### config.mk
export PLATFORM = sky130hd
export DESIGN_NAME = cpu
export DESIGN_NICKNAME = d
export VERILOG_FILES = /design/src/hw/cpu_pkg.sv /design/src/hw/register_file.sv /design/src/hw/fetch_stage.sv /design/src/hw/decode_stage.sv /design/src/hw/execute_stage.sv /design/src/hw/memory_stage.sv /design/src/hw/cpu.sv
export SDC_FILE = /design/constraint.sdc
export NUM_CORES = 1
export LEC_CHECK = 0
export BUFFER_PORTS_ARGS = -buffer_cell sky130_fd_sc_hd__buf_2
export CORE_AREA = 2 2 313 160
export CTS_BUF_LIST = sky130_fd_sc_hd__clkbuf_16
export DETAILED_ROUTE_END_ITERATION = 10
export DIE_AREA = 0 0 315 162
export PLACE_DENSITY = 0.8
export SETUP_SLACK_MARGIN = 0.05
export SYNTH_ARGS = -nofsm -noshare
export SYNTH_HDL_FRONTEND = slang
export SYNTH_SLANG_ARGS = --single-unit
### constraint.sdc
create_clock -name clk -period 6.7 [get_ports clk]
set_clock_uncertainty 0.2 [all_clocks]
set_input_delay 0.335 -clock clk [delete_from_list [all_inputs] [get_ports clk]]
set_output_delay 0.335 -clock clk [all_outputs]
set_load 0.1 [all_outputs]
### src/hw/cpu_pkg.sv
package cpu_pkg;

    //////////////////// widths
    localparam int word_w   = 16;              // data and address width
    localparam int reg_id_w = 4;               // register index width
    localparam int num_regs = 2 ** reg_id_w;   // r0..r15
    localparam int shamt_w  = 4;               // shift amount, low imm bits

    typedef logic [word_w-1:0]   word_t;
    typedef logic [reg_id_w-1:0] reg_id_t;

    //////////////////// instruction set
    typedef enum logic [3:0] {
        op_add = 4'h0,
        op_sub = 4'h1,
        op_xor = 4'h2,
        op_sll = 4'h4,
        op_sra = 4'h5,
        op_ror = 4'h6,
        op_lw  = 4'h8,
        op_sw  = 4'h9,
        op_llb = 4'ha,
        op_lhb = 4'hb,
        op_hlt = 4'hf
    } opcode_t;                                // unlisted codes run as no-ops

    localparam word_t nop_instr = 16'h3000;    // opcode 3, fed in once halted

    // register view; rt doubles as a 4 bit imm for shifts and LW/SW
    typedef struct packed {
        opcode_t opcode;
        reg_id_t rd;
        reg_id_t rs;
        reg_id_t rt;
    } instr_reg_t;

    // byte view for LLB/LHB
    typedef struct packed {
        opcode_t    opcode;
        reg_id_t    rd;
        logic [7:0] imm8;
    } instr_byte_t;

    typedef union packed {
        instr_reg_t  r;
        instr_byte_t b;
    } instr_u;

    typedef enum logic [2:0] {
        alu_add = 3'd0,
        alu_sub = 3'd1,
        alu_xor = 3'd2,
        alu_sll = 3'd4,
        alu_sra = 3'd5,
        alu_ror = 3'd6
    } alu_op_t;

    //////////////////// pipeline registers
    typedef struct packed {
        logic   valid;
        instr_u instr;
    } if_id_t;

    typedef struct packed {
        logic       valid;
        reg_id_t    rs_id;      // after register select
        reg_id_t    rt_id;
        word_t      rs_data;
        word_t      rt_data;
        reg_id_t    rd;
        word_t      imm;        // sign extended
        logic [7:0] load_byte;
        alu_op_t    alu_op;
        logic       alu_src;    // 1: imm as operand b
        logic       mem_read;
        logic       mem_write;
        logic       lb_mode;    // 1: LHB, 0: LLB
        logic       lb_sel;     // take byte merge result
        logic       reg_write;
        logic       hlt;
    } id_ex_t;

    typedef struct packed {
        logic    valid;
        reg_id_t rd;
        word_t   result;        // alu / byte result, or address for LW/SW
        word_t   store_data;
        logic    mem_read;
        logic    mem_write;
        logic    reg_write;
        logic    hlt;
    } ex_mem_t;

    typedef struct packed {
        logic    valid;
        reg_id_t rd;
        word_t   result;
        logic    reg_write;
        logic    hlt;
    } mem_wb_t;

endpackage

### src/hw/register_file.sv
`timescale 1ns/100ps

module register_file (
    input  logic             clk,
    input  logic             rst_n,
    input  cpu_pkg::reg_id_t rs_id,
    input  cpu_pkg::reg_id_t rt_id,
    input  cpu_pkg::mem_wb_t wb,        // write port from MEM/WB
    output cpu_pkg::word_t   rs_data,
    output cpu_pkg::word_t   rt_data
);
    import cpu_pkg::*;

    word_t [num_regs-1:0] regs;
    logic                 we;

    assign we = wb.valid && wb.reg_write && (wb.rd != '0);   // r0 stays zero

    always_ff @(posedge clk or negedge rst_n) begin
        if (!rst_n) begin
            regs <= '0;
        end else if (we) begin
            regs[wb.rd] <= wb.result;
        end
    end

    // write in the same cycle wins over the stored value
    function automatic word_t read_port(input reg_id_t id);
        if (id == '0) return '0;
        if (we && (wb.rd == id)) return wb.result;
        return regs[id];
    endfunction

    assign rs_data = read_port(rs_id);
    assign rt_data = read_port(rt_id);

endmodule

### src/hw/fetch_stage.sv
`timescale 1ns/100ps

module fetch_stage (
    input  logic            clk,
    input  logic            rst_n,
    input  cpu_pkg::word_t  instr,       // imem answer for pc
    input  logic            load_stall,
    input  logic            halting,
    input  logic            mem_busy,
    output cpu_pkg::word_t  pc,
    output cpu_pkg::if_id_t if_id
);
    import cpu_pkg::*;

    word_t pc_next;
    logic  hold;

    assign pc_next = pc + word_t'(2);        // 16 bit instructions
    assign hold    = load_stall || mem_busy;

    //////////////////// pc and IF/ID
    always_ff @(posedge clk or negedge rst_n) begin
        if (!rst_n) begin
            pc    <= '0;
            if_id <= '0;                     // valid low out of reset
        end else if (!hold) begin
            if (!halting) begin
                pc <= pc_next;               // frozen once HLT is in ID
            end
            if_id.valid <= 1'b1;
            // past a halt only no-ops go down the pipe
            if_id.instr <= instr_u'(halting ? nop_instr : instr);
        end
    end

endmodule

### src/hw/decode_stage.sv
`timescale 1ns/100ps

module decode_stage (
    input  logic             clk,
    input  logic             rst_n,
    input  cpu_pkg::if_id_t  if_id,
    input  cpu_pkg::ex_mem_t ex_mem,
    input  cpu_pkg::mem_wb_t mem_wb,
    input  cpu_pkg::word_t   rs_data,    // from register file, already bypassed
    input  cpu_pkg::word_t   rt_data,
    input  logic             mem_busy,
    output cpu_pkg::reg_id_t rs_id,
    output cpu_pkg::reg_id_t rt_id,
    output logic             load_stall,
    output logic             halting,
    output cpu_pkg::id_ex_t  id_ex
);
    import cpu_pkg::*;

    instr_u ins;
    id_ex_t ctrl;       // control part of the decode
    id_ex_t dec;        // full ID/EX next value
    logic   uses_rs;
    logic   uses_rt;
    logic   rs_from_rd;  // LLB/LHB merge into rd
    logic   rt_from_rd;  // SW stores rd

    assign ins = if_id.instr;

    //////////////////// control decode
    always_comb begin
        ctrl       = '0;
        uses_rs    = 1'b0;
        uses_rt    = 1'b0;
        rs_from_rd = 1'b0;
        rt_from_rd = 1'b0;
        if (if_id.valid) begin
            case (ins.r.opcode)
                op_add, op_sub, op_xor: begin
                    ctrl.alu_op    = alu_op_t'(ins.r.opcode[2:0]);
                    ctrl.reg_write = 1'b1;
                    uses_rs        = 1'b1;
                    uses_rt        = 1'b1;
                end
                op_sll, op_sra, op_ror: begin
                    ctrl.alu_op    = alu_op_t'(ins.r.opcode[2:0]);
                    ctrl.alu_src   = 1'b1;               // shift by imm
                    ctrl.reg_write = 1'b1;
                    uses_rs        = 1'b1;
                end
                op_lw: begin
                    ctrl.alu_src   = 1'b1;               // address add
                    ctrl.mem_read  = 1'b1;
                    ctrl.reg_write = 1'b1;
                    uses_rs        = 1'b1;
                end
                op_sw: begin
                    ctrl.alu_src   = 1'b1;
                    ctrl.mem_write = 1'b1;
                    uses_rs        = 1'b1;
                    uses_rt        = 1'b1;
                    rt_from_rd     = 1'b1;
                end
                op_llb, op_lhb: begin
                    ctrl.lb_sel    = 1'b1;
                    ctrl.lb_mode   = (ins.r.opcode == op_lhb);
                    ctrl.reg_write = 1'b1;
                    uses_rs        = 1'b1;
                    rs_from_rd     = 1'b1;
                end
                op_hlt:  ctrl.hlt = 1'b1;
                default: ctrl = '0;                      // dropped opcodes
            endcase
        end
    end

    // register select, rd takes the place of a source
    assign rs_id = rs_from_rd ? ins.r.rd : ins.r.rs;
    assign rt_id = rt_from_rd ? ins.r.rd : ins.r.rt;

    always_comb begin
        dec           = ctrl;
        dec.valid     = if_id.valid;
        dec.rs_id     = rs_id;
        dec.rt_id     = rt_id;
        dec.rs_data   = rs_data;
        dec.rt_data   = rt_data;
        dec.rd        = ins.r.rd;
        dec.imm       = {{(word_w-reg_id_w){ins.r.rt[reg_id_w-1]}}, ins.r.rt};
        dec.load_byte = ins.b.imm8;                     // byte view
    end

    //////////////////// hazards
    // LW result shows up a cycle too late for EX forwarding
    assign load_stall = id_ex.valid && id_ex.mem_read && (id_ex.rd != '0) &&
                        ((uses_rs && (rs_id == id_ex.rd)) ||
                         (uses_rt && (rt_id == id_ex.rd)));

    assign halting = ctrl.hlt || id_ex.hlt || ex_mem.hlt || mem_wb.hlt;

    always_ff @(posedge clk or negedge rst_n) begin
        if (!rst_n) begin
            id_ex <= '0;
        end else if (!mem_busy) begin
            id_ex <= load_stall ? id_ex_t'('0) : dec;     // bubble on load-use
        end
    end

endmodule

### src/hw/execute_stage.sv
`timescale 1ns/100ps

module execute_stage (
    input  logic             clk,
    input  logic             rst_n,
    input  cpu_pkg::id_ex_t  id_ex,
    input  cpu_pkg::mem_wb_t mem_wb,
    input  logic             mem_busy,
    output cpu_pkg::ex_mem_t ex_mem
);
    import cpu_pkg::*;

    word_t               rs_val;      // forwarded sources
    word_t               rt_val;
    word_t               op_a;
    word_t               op_b;
    word_t               alu_res;
    word_t               lb_res;
    logic [2*word_w-1:0] rot;         // doubled word for the rotate
    logic                is_mem;

    //////////////////// forwarding
    // EX/MEM is younger, so it is checked first
    function automatic word_t fwd(input reg_id_t id, input word_t rf_val,
                                  input ex_mem_t em, input mem_wb_t mw);
        if (em.valid && em.reg_write && (em.rd != '0) && (em.rd == id)) begin
            return em.result;
        end
        if (mw.valid && mw.reg_write && (mw.rd != '0) && (mw.rd == id)) begin
            return mw.result;
        end
        return rf_val;
    endfunction

    assign rs_val = fwd(id_ex.rs_id, id_ex.rs_data, ex_mem, mem_wb);
    assign rt_val = fwd(id_ex.rt_id, id_ex.rt_data, ex_mem, mem_wb);

    //////////////////// operands and ALU
    assign is_mem = id_ex.mem_read || id_ex.mem_write;
    assign op_a   = is_mem ? {rs_val[word_w-1:1], 1'b0} : rs_val;  // word aligned base
    assign op_b   = is_mem ? (id_ex.imm << 1) :
                    id_ex.alu_src ? id_ex.imm : rt_val;
    assign rot    = {op_a, op_a} >> op_b[shamt_w-1:0];

    always_comb begin
        case (id_ex.alu_op)
            alu_sub: alu_res = op_a - op_b;                          // wraps
            alu_xor: alu_res = op_a ^ op_b;
            alu_sll: alu_res = op_a << op_b[shamt_w-1:0];
            alu_sra: alu_res = $signed(op_a) >>> op_b[shamt_w-1:0];
            alu_ror: alu_res = rot[word_w-1:0];                      // right rotate
            default: alu_res = op_a + op_b;                          // ADD, LW, SW
        endcase
    end

    // byte merge into the old rd value
    assign lb_res = id_ex.lb_mode ? {id_ex.load_byte, rs_val[7:0]} :
                                    {rs_val[word_w-1:8], id_ex.load_byte};

    //////////////////// EX/MEM
    always_ff @(posedge clk or negedge rst_n) begin
        if (!rst_n) begin
            ex_mem <= '0;
        end else if (!mem_busy) begin
            ex_mem.valid      <= id_ex.valid;
            ex_mem.rd         <= id_ex.rd;
            ex_mem.result     <= id_ex.lb_sel ? lb_res : alu_res;
            ex_mem.store_data <= rt_val;                             // SW data is rd
            ex_mem.mem_read   <= id_ex.mem_read;
            ex_mem.mem_write  <= id_ex.mem_write;
            ex_mem.reg_write  <= id_ex.reg_write;
            ex_mem.hlt        <= id_ex.hlt;
        end
    end

endmodule

### src/hw/memory_stage.sv
`timescale 1ns/100ps

module memory_stage (
    input  logic             clk,
    input  logic             rst_n,
    input  cpu_pkg::ex_mem_t ex_mem,
    input  cpu_pkg::word_t   dmem_rdata,
    input  logic             dmem_ack,
    output logic             dmem_req,
    output logic             dmem_we,
    output cpu_pkg::word_t   dmem_addr,
    output cpu_pkg::word_t   dmem_wdata,
    output logic             mem_busy,    // freezes every stage
    output logic             hlt,
    output cpu_pkg::mem_wb_t mem_wb
);
    import cpu_pkg::*;

    typedef enum logic [1:0] {
        st_idle,
        st_wait_hi,     // req up, waiting for ack
        st_wait_lo      // req down, waiting for ack to fall
    } state_t;

    state_t state;
    state_t state_nxt;
    word_t  load_data;
    logic   access;

    assign access = ex_mem.valid && (ex_mem.mem_read || ex_mem.mem_write);

    //////////////////// four-phase sequencer
    always_comb begin
        state_nxt = state;
        case (state)
            st_idle:    if (access) state_nxt = st_wait_hi;
            st_wait_hi: if (dmem_ack) state_nxt = st_wait_lo;
            st_wait_lo: if (!dmem_ack) state_nxt = st_idle;   // transaction done
            default:    state_nxt = st_idle;
        endcase
    end

    always_ff @(posedge clk or negedge rst_n) begin
        if (!rst_n) state <= st_idle;
        else        state <= state_nxt;
    end

    // busy from entry into MEM until ack is seen low
    assign mem_busy = (state == st_idle && access) ||
                      (state == st_wait_hi) ||
                      (state == st_wait_lo && dmem_ack);

    assign dmem_req   = (state == st_wait_hi);    // one cycle after entry
    assign dmem_we    = ex_mem.mem_write;         // EX/MEM is held, so these stay stable
    assign dmem_addr  = ex_mem.result;
    assign dmem_wdata = ex_mem.store_data;

    always_ff @(posedge clk) begin
        if (state == st_wait_hi && dmem_ack) begin
            load_data <= dmem_rdata;              // grab with ack
        end
    end

    //////////////////// MEM/WB
    always_ff @(posedge clk or negedge rst_n) begin
        if (!rst_n) begin
            mem_wb <= '0;
        end else if (!mem_busy) begin
            mem_wb.valid     <= ex_mem.valid;
            mem_wb.rd        <= ex_mem.rd;
            mem_wb.result    <= ex_mem.mem_read ? load_data : ex_mem.result;
            mem_wb.reg_write <= ex_mem.reg_write;
            mem_wb.hlt       <= mem_wb.hlt || ex_mem.hlt;   // sticky until reset
        end
    end

    // sticky hlt also keeps decode halting, so pc never moves again
    assign hlt = mem_wb.hlt;

endmodule

### src/hw/cpu.sv
`timescale 1ns/100ps

module cpu (
    input  logic           clk,
    input  logic           rst_n,
    output cpu_pkg::word_t pc,          // to instruction memory
    input  cpu_pkg::word_t instr,       // combinational answer for pc
    output logic           dmem_req,
    output logic           dmem_we,
    output cpu_pkg::word_t dmem_addr,
    output cpu_pkg::word_t dmem_wdata,
    input  cpu_pkg::word_t dmem_rdata,
    input  logic           dmem_ack,
    output logic           hlt
);
    import cpu_pkg::*;

    //////////////////// pipeline wiring
    if_id_t  if_id;
    id_ex_t  id_ex;
    ex_mem_t ex_mem;      // also fed back to EX and ID
    mem_wb_t mem_wb;      // rf write port and WB forward source
    reg_id_t rs_id;
    reg_id_t rt_id;
    word_t   rs_data;
    word_t   rt_data;
    logic    load_stall;
    logic    halting;
    logic    mem_busy;

    fetch_stage i_fetch (
        .clk        (clk),
        .rst_n      (rst_n),
        .instr      (instr),
        .load_stall (load_stall),
        .halting    (halting),
        .mem_busy   (mem_busy),
        .pc         (pc),
        .if_id      (if_id)
    );

    decode_stage i_decode (
        .clk        (clk),
        .rst_n      (rst_n),
        .if_id      (if_id),
        .ex_mem     (ex_mem),
        .mem_wb     (mem_wb),
        .rs_data    (rs_data),
        .rt_data    (rt_data),
        .mem_busy   (mem_busy),
        .rs_id      (rs_id),
        .rt_id      (rt_id),
        .load_stall (load_stall),
        .halting    (halting),
        .id_ex      (id_ex)
    );

    register_file i_regfile (
        .clk     (clk),
        .rst_n   (rst_n),
        .rs_id   (rs_id),
        .rt_id   (rt_id),
        .wb      (mem_wb),
        .rs_data (rs_data),
        .rt_data (rt_data)
    );

    execute_stage i_execute (
        .clk      (clk),
        .rst_n    (rst_n),
        .id_ex    (id_ex),
        .mem_wb   (mem_wb),
        .mem_busy (mem_busy),
        .ex_mem   (ex_mem)
    );

    memory_stage i_memory (
        .clk        (clk),
        .rst_n      (rst_n),
        .ex_mem     (ex_mem),
        .dmem_rdata (dmem_rdata),
        .dmem_ack   (dmem_ack),
        .dmem_req   (dmem_req),
        .dmem_we    (dmem_we),
        .dmem_addr  (dmem_addr),
        .dmem_wdata (dmem_wdata),
        .mem_busy   (mem_busy),
        .hlt        (hlt),
        .mem_wb     (mem_wb)
    );

endmodule

### After elaboration in Yosys (flattened, before gate mapping)

Index checks and enable logic that the tools add are counted.

| word-level totals | value |
|---|---|
| register bits after elaboration | 450 |
| word-level logic and storage cells | 201 |

| cells by class | value |
|---|---|
| add/sub/neg operators | 3 |
| magnitude comparators | 4 |
| equality and inequality tests | 28 |
| shift operators | 3 |
| muxes and demuxes | 65 |
| bitwise logic cells | 3 |
| reductions and logical operators | 45 |

Operators by type and width:

| operator | number |
|---|---|
| 16-bit 2-to-1 mux | 25 |
| 256-bit bitwise mux | 1 |
| 16-bit binary-select mux with 4-bit select | 2 |
| 16-bit one-hot mux with 5 select lines | 1 |
| 79-bit 2-to-1 mux | 1 |
| 16-bit demux with 4-bit select | 1 |
| 4-bit == test | 8 |
| 32-bit by 4-bit right shift with 16-bit output | 1 |
| 1-bit 2-to-1 mux | 25 |
| 4-bit == test, second input constant | 5 |
| 1-bit logical AND | 20 |
| 16-bit adder | 1 |
| 16-bit by 2-bit adder with 16-bit output, second input constant | 1 |
| 16-bit by 4-bit << shifter with 16-bit output | 1 |
| 16-bit by 4-bit >>> shifter with 16-bit output | 1 |
| 16-bit subtractor | 1 |
| 16-bit bitwise XOR | 1 |
| 4-bit by 5-bit < comparator with 1-bit output, second input constant | 3 |
| 4-bit by 3-bit == test with 1-bit output, second input constant | 3 |
| 4-bit zero test | 3 |
| 4-bit nonzero test | 3 |
| 1-bit logical OR | 10 |
| 10-bit 2-to-1 mux | 1 |
| 10-bit OR reduction | 1 |
| 23 further kinds | 31 |

### Logic depth before layout (Yosys ltp)

Gate-level depths: netlist of run 1.

| logic depth | value |
|---|---|
| depth after elaboration | 12 |
| gate-level depth with buffers | 30 |
| gate-level depth less buffers | 24 |

### Cells and area by module

A second synthesis of run 1 with hierarchy kept.

| second synthesis, totals | value |
|---|---|
| cell total of the unflattened synthesis | 2458 |
| area total of the unflattened synthesis | 27138.5 µm² |

By module, submodules not included:

| module | times used | cells an instance | area each (µm²) | sequential area each (µm²) |
|---|---|---|---|---|
| register_file | 1 | 1050 | 13992.2 | 6406.1 |
| execute_stage | 1 | 834 | 6467.5 | 1026.0 |
| decode_stage | 1 | 287 | 3198.1 | 1576.5 |
| memory_stage | 1 | 154 | 2102.0 | 1106.1 |
| fetch_stage | 1 | 133 | 1378.8 | 800.8 |

### Least setup slack after synthesis of run 1

Ideal clock, no wire load.

| path | value |
|---|---|
| kind | flip-flop to flip-flop |
| start point | register i_execute.ex_mem[36] (netlist name) |
| end point | register i_execute.ex_mem[35] (netlist name) |
| library setup time | 127 ps |
| arrival | 5161 ps |
| data required time | 6373 ps |
| slack | 1212 ps |
| stages on the path, launching flop included | 30 |
| buffers on the path | 5 |
| cell sequence | dfrtp_1 -> or4_1 -> nand3_1 -> buf_4 -> o22ai_1 -> o211ai_4 -> nand2_4 -> inv_2 -> buf_6 -> buf_4 -> buf_4 -> buf_2 -> ha_1 -> nand3_1 -> nor2_1 -> o21ai_0 -> o21ai_0 -> xor2_1 -> ha_1 -> a21o_1 -> a21o_1 -> nand2_1 -> nand2_1 -> a211oi_1 -> o21bai_1 -> a21oi_1 -> o21ai_0 -> xnor3_1 -> nor2_1 -> o31ai_1 |

| on the way | value |
|---|---|
| longest elaborated chain between the ends | 10 |
| elaborated cells on any way between the ends | 22 |

RTL lines:

| item | RTL line | text |
|---|---|---|
| 4-bit nonzero test | execute_stage.sv:26 | `if (em.valid && em.reg_write && (em.rd != '0) && (em.rd == id)) begin` |
| 1-bit logical AND (2 in series) | execute_stage.sv:26 |  |
| 1-bit 2-to-1 mux | execute_stage.sv:26 |  |
| 16-bit 2-to-1 mux | execute_stage.sv:29 | `if (mw.valid && mw.reg_write && (mw.rd != '0) && (mw.rd == id)) begin` |
| 16-bit 2-to-1 mux | execute_stage.sv:42 | `id_ex.alu_src ? id_ex.imm : rt_val;` |
| 16-bit 2-to-1 mux | execute_stage.sv:41 | `assign op_b = is_mem ? (id_ex.imm << 1) :` |
| 16-bit adder (tied with other cells) | execute_stage.sv:52 | `default: alu_res = op_a + op_b;` |
| 16-bit one-hot mux with 5 select lines | execute_stage.sv:46 | `case (id_ex.alu_op)` |
| 16-bit 2-to-1 mux * | execute_stage.sv:67 | `ex_mem.result <= id_ex.lb_sel ? lb_res : alu_res;` |

Mark *: on every way between the ends. The rest lies on a longest branch, timed or not.
A chain may end at the register's enable or synchronous reset.

### Worst setup path after layout of run 1

| path | value |
|---|---|
| start point | register i_execute.ex_mem[36] (netlist name) |
| end point | register i_execute.ex_mem[35] (netlist name) |

| on the way | value |
|---|---|
| longest elaborated chain between the ends | 10 |
| elaborated cells on any way between the ends | 22 |

RTL lines:

| item | RTL line |
|---|---|
| 4-bit nonzero test | execute_stage.sv:26 |
| 1-bit logical AND (2 in series) | execute_stage.sv:26 |
| 1-bit 2-to-1 mux | execute_stage.sv:26 |
| 16-bit 2-to-1 mux | execute_stage.sv:29 |
| 16-bit 2-to-1 mux | execute_stage.sv:42 |
| 16-bit 2-to-1 mux | execute_stage.sv:41 |
| 16-bit adder (tied with other cells) | execute_stage.sv:52 |
| 16-bit one-hot mux with 5 select lines | execute_stage.sv:46 |
| 16-bit 2-to-1 mux * | execute_stage.sv:67 |

Marked as above.

==> run summary, run 1 <==
The final routed wire length divided by cell count was 23.7 um. The total area inside the core boundary comes to 48100 sq um. After detailed routing, no signal wire sits above met4. For this design the static power due to leakage is 12.5 nW. After routing the design area is 28700 sq um. Setup repair after global routing left no endpoint under its margin. The dominant synthesized flop cell was sky130_fd_sc_hd__dfrtp_1.

Counting distinct cell types in the post-synthesis netlist gives 90. The count of pins over their slew limit was 0. The average footprint of a synthesized cell was 8.89 sq um; the post-route fraction of the period consumed by the critical path was 88.3%. Final number of hold-violating endpoints: 0.

For this run, the top clock speed supported by timing is 169 MHz. The tightest min-delay check is of the flip-flop to flip-flop type. The startpoint identified for the worst hold timing path is i_regfile.regs[1]. In this run, synthesis inferred 16 flip-flops with an integrated enable. The sink count of the clock tree is 433, and the via density per instance is 6.60. The total wire length after detailed routing is 84900 um, and the global router's overall resource usage is 33.0%. The total via count in the routed design is 23606. The routed design could run at a clock period as short as 5920 ps. The area share of the leading cell type in the synthesized netlist was 39.6%. Of all cell types, the one taking the most synthesized area is sky130_fd_sc_hd__dfrtp_1.

For the H-tree level count, the log shows 2. The flow ran to the end, and the final reports show no timing, DRC or antenna violations. Fraction of layout cells with a size suffix above 1: 18.2%.

The congestion estimate from routability-driven global placement came to 1.04. Port buffering added 84 buffers. In the detailed route, the total length drawn on met2 is 37200 um.

For the number of nets still failing antenna checks after routing, the log shows 0. The floorplan step defined a die boundary enclosing 51000 sq um. STA classifies the critical path startpoint as a flip-flop. The number of clock buffers inserted by TritonCTS was 42; the depth of the worst register-to-register path was 19.

The critical setup path kind is flip-flop to flip-flop. After synthesis, the cell types taking the most area are sky130_fd_sc_hd__dfrtp_1, sky130_fd_sc_hd__mux2_2, sky130_fd_sc_hd__nand2_1, sky130_fd_sc_hd__mux2i_1, sky130_fd_sc_hd__clkbuf_1. Of the synthesized area, sequential elements account for 41.4%. Maximum number of buffers from clock root to sink: 3. The total overflow left after global routing is 0. The number of synthesis warnings is 0, and the vertical extent of the die is 162 um. The net count of the finished layout is 2949.

For the met3 wire length, the log shows 9700 um. At the pin with the least slew margin, the transition time is 1370 ps. In the final routing, the length of wire on met1 measures 33900 um. Pin placement for this block handled 86 I/O pins.

The violation count after the first detailed-routing iteration is 3476, and the clock input transition at the sequential cells of the worst setup and hold paths is 70 ps. Yosys instantiated no cell more often than sky130_fd_sc_hd__nand2_1. In the synthesized netlist the async set-or-reset flop fraction comes to 96.3%. The clock insertion delay at the later pin of the skew report was 580 ps; the power density relative to cell area was 579 nW/um^2. The logs give 3022 for the total nets after synthesis and 27000 sq um for the cell area reported after detailed placement. The total half-perimeter wirelength after legalization and detailed placement came out at 53200 um.

The logs give 7 for the first-pass iteration count of the detailed router and 8.41% for the max-slew headroom at the worst pin. Worst setup slack for register-to-register paths: 780 ps. Root buffer selected by CTS: sky130_fd_sc_hd__clkbuf_16. For the final core utilization, the log shows 59.6%. The total standard cell area after synthesis came out at 26400 sq um.

At the worst endpoint, the arrival time is 6140 ps. The run gives 0.362 mV as the largest voltage drop on the vdd net. The launch instance of the worst register-to-register path is i_execute.ex_mem[36]. Counting the fill cells in the layout gives 3885. The worst setup path is captured at a flip-flop.

Entering global routing, the biggest net connects 185 pins. For the max-cap check violation count, the log shows 0. Residual DRC count: 0.

In this run the worst path has a maximum fanout of 28. Wire length of the first global-routing pass: 132000 um. For this configuration, the core starts out at a cell density of 54.8%. Setup total negative slack on the finished layout was measured at 0 ps.

TritonCTS built the clock tree. The run gives 22569 as the number of global-route vias before repair. Data on the critical path is required at its endpoint by 6930 ps. In this run the critical register-to-register path is captured at i_execute.ex_mem[35]. Setup violations remaining at the end of the flow were counted as 0.

By count the netlist is led by sky130_fd_sc_hd__nand2_1, sky130_fd_sc_hd__dfrtp_1, sky130_fd_sc_hd__mux2_2. The tools report the synthesized instance count as 2968. The hold-critical path endpoint was i_regfile.regs[1]. The area growth from synthesis to layout is 8.72%. After clock tree synthesis, the setup repair step added 0 buffers.

The post-synthesis sequential element count was 433. The initial antenna violation count is 1, and the hold path depth is 0. From left edge to right edge, the die measures 315 um.

The run gives 57 as the floorplan row count.
-- stage by stage --
step                      instances  power (W)  hold slack (ps)  worst slack, ps
after global placement         3466     0.0137              185              946
after floorplan                2968     0.0113             -161             1210
after CTS                      3578     0.0163              203              876
final                          3579     0.0166              200              784
after detailed placement       3466     0.0139              187              893
after global routing           3578     0.0175              222              448
-- kinds of logic after synthesis --
group           synth area share (%)
other cells                   0.0142
flops                           41.4
buf+inv                         5.23
compound gates                  15.2
mux                             15.1
xor+xnor                        2.97
fa+ha+maj                      0.930
simple gates                    19.2
-- how the worst max path moves through the flow --
stage | from | to | slack [ps] | cells after the start
after detailed placement | i_execute.ex_mem[36] | i_execute.ex_mem[35] | 890 | 22
after floorplan | i_execute.ex_mem[36] | i_execute.ex_mem[35] | 1210 | 29
final | i_execute.ex_mem[36] | i_execute.ex_mem[35] | 780 | 19
after CTS | i_execute.ex_mem[36] | i_execute.ex_mem[35] | 880 | 22
after global routing | i_execute.ex_mem[36] | i_execute.ex_mem[35] | 450 | 22
after global placement | i_execute.ex_mem[36] | i_execute.ex_mem[35] | 950 | 22
-- layout make-up --
cell class	count	area [sq um]	area share (%)
antenna	1	2.50	0.00873
inverter	22	85.1	0.297
clock buffer	43	1080	3.75
clock inverter	35	265	0.925
multi-input combinational	2216	14200	49.6
timing repair buffer	180	1290	4.49
sequential	433	10900	38.1
tap	649	812	2.83
-- flip-flops by register name (all words and copies together) (netlist names) --
register / count
i_memory.mem_wb: 22
i_memory.state: 2
i_fetch.pc: 15
i_decode.id_ex: 63
i_execute.ex_mem: 41
i_memory.load_data: 16
i_regfile.regs: 256
i_memory.hlt: 1
i_fetch.if_id: 17
-- power by group --
group	switching, W	total [W]	internal, W
logic	0.00617	0.00958	0.00342
clock network	0.00108	0.00237	0.00129
registers	0.00115	0.00465	0.00351
-- repair_timing --
item	4_1_cts	5_1_grt
hold buffers	34	0
setup endpoints to repair	0	0
endpoints found under the hold margin	139	0
resized for setup	0	0
-- layer usage --
layer  GRT usage (%)  up-vias
met3            7.29      305
met2            50.1     1484
met4            14.6        0
met1            45.5    11462
li1                -    10355
met5               0        -
-- critical path, cell delays in order (launching register included) --
cell	delay [ps]
sky130_fd_sc_hd__dfrtp_1	440
sky130_fd_sc_hd__or4_1	540
sky130_fd_sc_hd__nand3_1	320
sky130_fd_sc_hd__or2_2	500
sky130_fd_sc_hd__a31o_2	290
sky130_fd_sc_hd__o221a_2	530
sky130_fd_sc_hd__nand3_1	240
sky130_fd_sc_hd__nor3_1	320
sky130_fd_sc_hd__nor2_1	90
sky130_fd_sc_hd__xnor2_1	160
sky130_fd_sc_hd__ha_1	370
sky130_fd_sc_hd__and3_1	240
sky130_fd_sc_hd__and3_1	180
sky130_fd_sc_hd__a211oi_1	340
sky130_fd_sc_hd__o21bai_1	110
sky130_fd_sc_hd__a21oi_1	230
sky130_fd_sc_hd__o21ai_0	160
sky130_fd_sc_hd__xnor3_1	340
sky130_fd_sc_hd__nor2_1	100
sky130_fd_sc_hd__o31ai_1	80
-- cells in the final DEF (no fill, tap or decap), drive strengths merged, types with 20 or more instances in the layout --
cell,n
nand2,745
dfrtp,417
mux2,268
buf,146
nand3,126
a21oi,114
o21ai,114
nor2,111
mux2i,95
and3,88
a311oi,85
a31oi,65
xnor2,54
clkbuf,43
a211oi,42
dlygate4sd3,34
a22o,33
xor2,32
inv,30
nor3,24
clkinv,20
No activity file was read; power rests on OpenSTA's default activity.
==> inputs of run 2 (changes only) <==
REMOVE_ABC_BUFFERS = 1   (was not set)
==> run 2 against run 1 <==
Effect of this change: critical path depth grew 3; sequential power barely moved; utilization down 0.081 points; fmax down 3.5%; clock-buffer cell count down 1; cell area fell by 0.13%; largest power group unchanged.
==> run summary, run 2 (synthesized netlist as in run 1, its figures left out) <==
The run finished with clean final reports. The critical path is of the flip-flop to flip-flop type. The tools report the total half-perimeter wirelength after legalization and detailed placement as 53200 um (about the same). Most frequent standard cell in the layout excluding fill and tap cells: sky130_fd_sc_hd__nand2_1. Count of pins over their slew limit: 0 (unchanged). The worst register-to-register path ends at i_execute.ex_mem[35].

The worst setup path is launched from a flip-flop. For the number of buffers inserted to repair setup after CTS, the log shows 0 (unchanged). Among the stages of the critical path, the cell type that occurs most often is sky130_fd_sc_hd__o21ai_0. The logs give 28.1% (about the same) for the portion of total power attributed to sequential cells and 2 (unchanged) for the H-tree level count. Traced cell by cell, the critical path runs through or4_1 -> nand3_1 -> or2_2 -> a31o_2 -> o221a_2 -> nand3_1 -> nor2_1 -> o21ai_0 -> o21ai_0 -> xor2_1 -> ha_1 -> a21o_1 -> a21o_1 -> nand2_1 -> nand2_1 -> a211oi_1 -> o21bai_1 -> a21oi_1 -> o21ai_0 -> xnor3_1 -> nor2_1 -> o31ai_1. The worst setup slack for register-to-register paths is 570 ps (-220 ps). The leakage power was 12.5 nW (-0.11%); the residual overflow from global routing was 0 (unchanged). Final number of setup-violating endpoints: 0 (unchanged).

The tools report the endpoint kind of the worst setup timing path as a flip-flop. The run gives 0.00822 W (about the same) as the internal power summed over all cells. From synthesis to final layout, the design area changed by 8.57%. The overall die area is 51000 sq um (unchanged). The total wire length after detailed routing came out at 85000 um (about the same). The power density relative to cell area was 578 nW/um^2 (-0.19%); the die span in x was 315 um (unchanged). The tools report the achievable frequency as 163 MHz (-3.5%). The number of nets still failing antenna checks after routing is 0 (unchanged), and the clock input transition at the sequential cells of the worst setup and hold paths is 60 ps (about the same). The run gives 22504 (-0.29%) as the number of global-route vias before repair. Broken down by cell family, the worst path's largest delay share belongs to compound AO/OA/AOI/OAI gates.

The tools report the total inserted antenna cells as 0 (-1). For the number of clock buffers inserted by TritonCTS, the log shows 41 (-2.4%). The root buffer cell chosen for the clock tree is sky130_fd_sc_hd__clkbuf_16. Cell area reported after detailed placement: 26900 sq um (-0.20%).

The global-route met3 utilization was 6.45% (-0.84 points). The max-slew headroom at the worst pin was 15.0% (+6.6 points). Total stage count of the critical path: 22 (+3). The tools report the pre-CTS setup slack as 776 ps (-116 ps). In the layout the commonest cells are sky130_fd_sc_hd__nand2_1, sky130_fd_sc_hd__dfrtp_1, sky130_fd_sc_hd__mux2_2.

The via density per instance works out to 6.58 (-0.20%). The number of top-level pins was 86 (unchanged). The tools report the post-route setup TNS as 0 ps (unchanged). Depth of the worst register-to-register path: 22 (+3).

Master of the slowest instance on the critical path: sky130_fd_sc_hd__or4_1. The placeable core area is 48100 sq um (unchanged). The final routed wire length divided by cell count was 23.8 um (+0.35%).

TritonCTS built the clock tree. The time the worst path needs with I/O delays and setup came out at 6130 ps (+216 ps). The maximum number of buffers from clock root to sink was 3 (unchanged). Setup repair after global routing left no endpoint under its margin. The launch instance of the worst register-to-register path is i_execute.ex_mem[36].

The global-route track usage on met1 was 45.3% (-0.11 points). Register bank with the most flops: i_regfile.regs. The part of the total power dissipated in the clock network was 14.4% (about the same); the net switching power of the design was 0.00834 W (-0.66%).

Number of buffers and inverters on the critical path: 0 (unchanged). For the number of hold buffers added after CTS, the log shows 34 (unchanged). The largest voltage drop on the vdd net is 0.262 mV (-28%). Sink count of the clock tree: 433 (unchanged). The largest registers in the layout are i_regfile.regs (256), i_decode.id_ex (63), i_execute.ex_mem (41). The transition time of the tightest slew-check pin came out at 1280 ps (-98.8 ps).

The final instance area was 28600 sq um (-0.13%); the switching share of power was 50.4% (-0.17 points). The run gives 0.994 (-4.5%) as the routability congestion estimate from global placement. The wire length of the first global-routing pass is 131000 um (-0.86%).

The final worst-path setup slack was 569 ps (-216 ps); the floorplan row count was 57 (unchanged). The max-cap check violation count is 0 (unchanged). The initial cell density of the core was 54.8% (unchanged); the highest net fanout along the worst path was 28 (unchanged). Type of the tightest min-delay check: input port to async pin. The number of buffer cells added on primary ports was 84 (unchanged). The logs give 23494 (-0.47%) for the total via count in the routed design and 2943 (-0.20%) for the number of nets in the finished design.

The post-route fraction of the period consumed by the critical path is 91.5% (+3.2 points). The number of flip-flops in the largest register is 256 (unchanged). The logs give 7 (unchanged) for the first-pass iteration count of the detailed router and 158 (-15%) for the maximum number of pins on one net before global-route repair. Vertical extent of the die: 162 um (unchanged). The total power after layout is 0.0166 W (-0.32%), and the fraction of layout cells with a size suffix above 1 is 17.9% (-0.32 points). The tools report the data arrival at the endpoint of the critical path as 6350 ps (+210 ps).

The critical path data required time came out at 6920 ps (about the same). The tools report the count of instances resized after the clock tree is built as 0 (unchanged). Most congested layer reported by global routing: met2. The delay of the slowest critical-path stage was 550 ps (about the same). The power share of the combinational group came out at 57.5% (-0.2 points). The residual DRC count came out at 0 (unchanged). The global router's overall resource usage was 32.7% (-0.27 points). For the final number of hold-violating endpoints, the log shows 0 (unchanged). The fraction of met2 tracks used by global routing was 49.4% (-0.68 points). The tools report the initial antenna violation count as 2 (+1).

The tools report the violation count after the first detailed-routing iteration as 3068 (-12%). The clock insertion delay at the later pin of the skew report was 580 ps (about the same); the final core utilization was 59.5% (-0.081 points).
## run 2: cell types whose count changed in the layout (fill, tap and decap cells not counted), sizes merged
cell | previous run | this run
clkbuf | 43 | 42
inv | 30 | 34
bufinv | 3 | 5
diode | 1 | 0
clkinvlp | 4 | 2
clkinv | 20 | 13
buf | 146 | 141
## run 2: metrics by stage
stage          cells  hold WS [ps]
4_1_cts         3569           203
3_5_place_dp    3461           189
3_3_place_gp    3461           187
5_1_grt         3569           216
6_report        3569           173
2_1_floorplan   2671          -161
## run 2: area by class of cell
type,count,area [sq um]
multi-input cells,2216,14200
fillers,3924,19500
clock inverters,32,308
clock buffers,42,1050
repair buffers,175,1240
well taps,649,812
flip-flops and latches,433,10900
inverters,22,85.1
## run 2: routing by layer
layer | vias up | share of wire (%)
met5 | - | 0
met4 | 0 | 5.0
met3 | 318 | 11
met2 | 1473 | 44
met1 | 11372 | 40
li1 | 10331 | -
## run 2: power by group through the flow
stage	sequential, W	combinational [W]	clock, W
2_1_floorplan	0.00492	0.00652	0
3_3_place_gp	0.00458	0.00911	0
3_5_place_dp	0.00463	0.00920	0
4_1_cts	0.00459	0.00929	0.00241
5_1_grt	0.00474	0.0102	0.00252
6_report	0.00465	0.00952	0.00238
## run 2: how the worst max path moves through the flow
stage / startpoint / end / slack (ps)
2_1_floorplan: i_fetch.if_id[15] / i_decode.id_ex[75] / -1590
3_3_place_gp: i_execute.ex_mem[36] / i_execute.ex_mem[35] / 880
3_5_place_dp: i_execute.ex_mem[36] / i_execute.ex_mem[35] / 780
4_1_cts: i_execute.ex_mem[36] / i_execute.ex_mem[35] / 720
5_1_grt: i_memory.mem_wb[18] / i_execute.ex_mem[35] / 220
6_report: i_execute.ex_mem[36] / i_execute.ex_mem[35] / 570
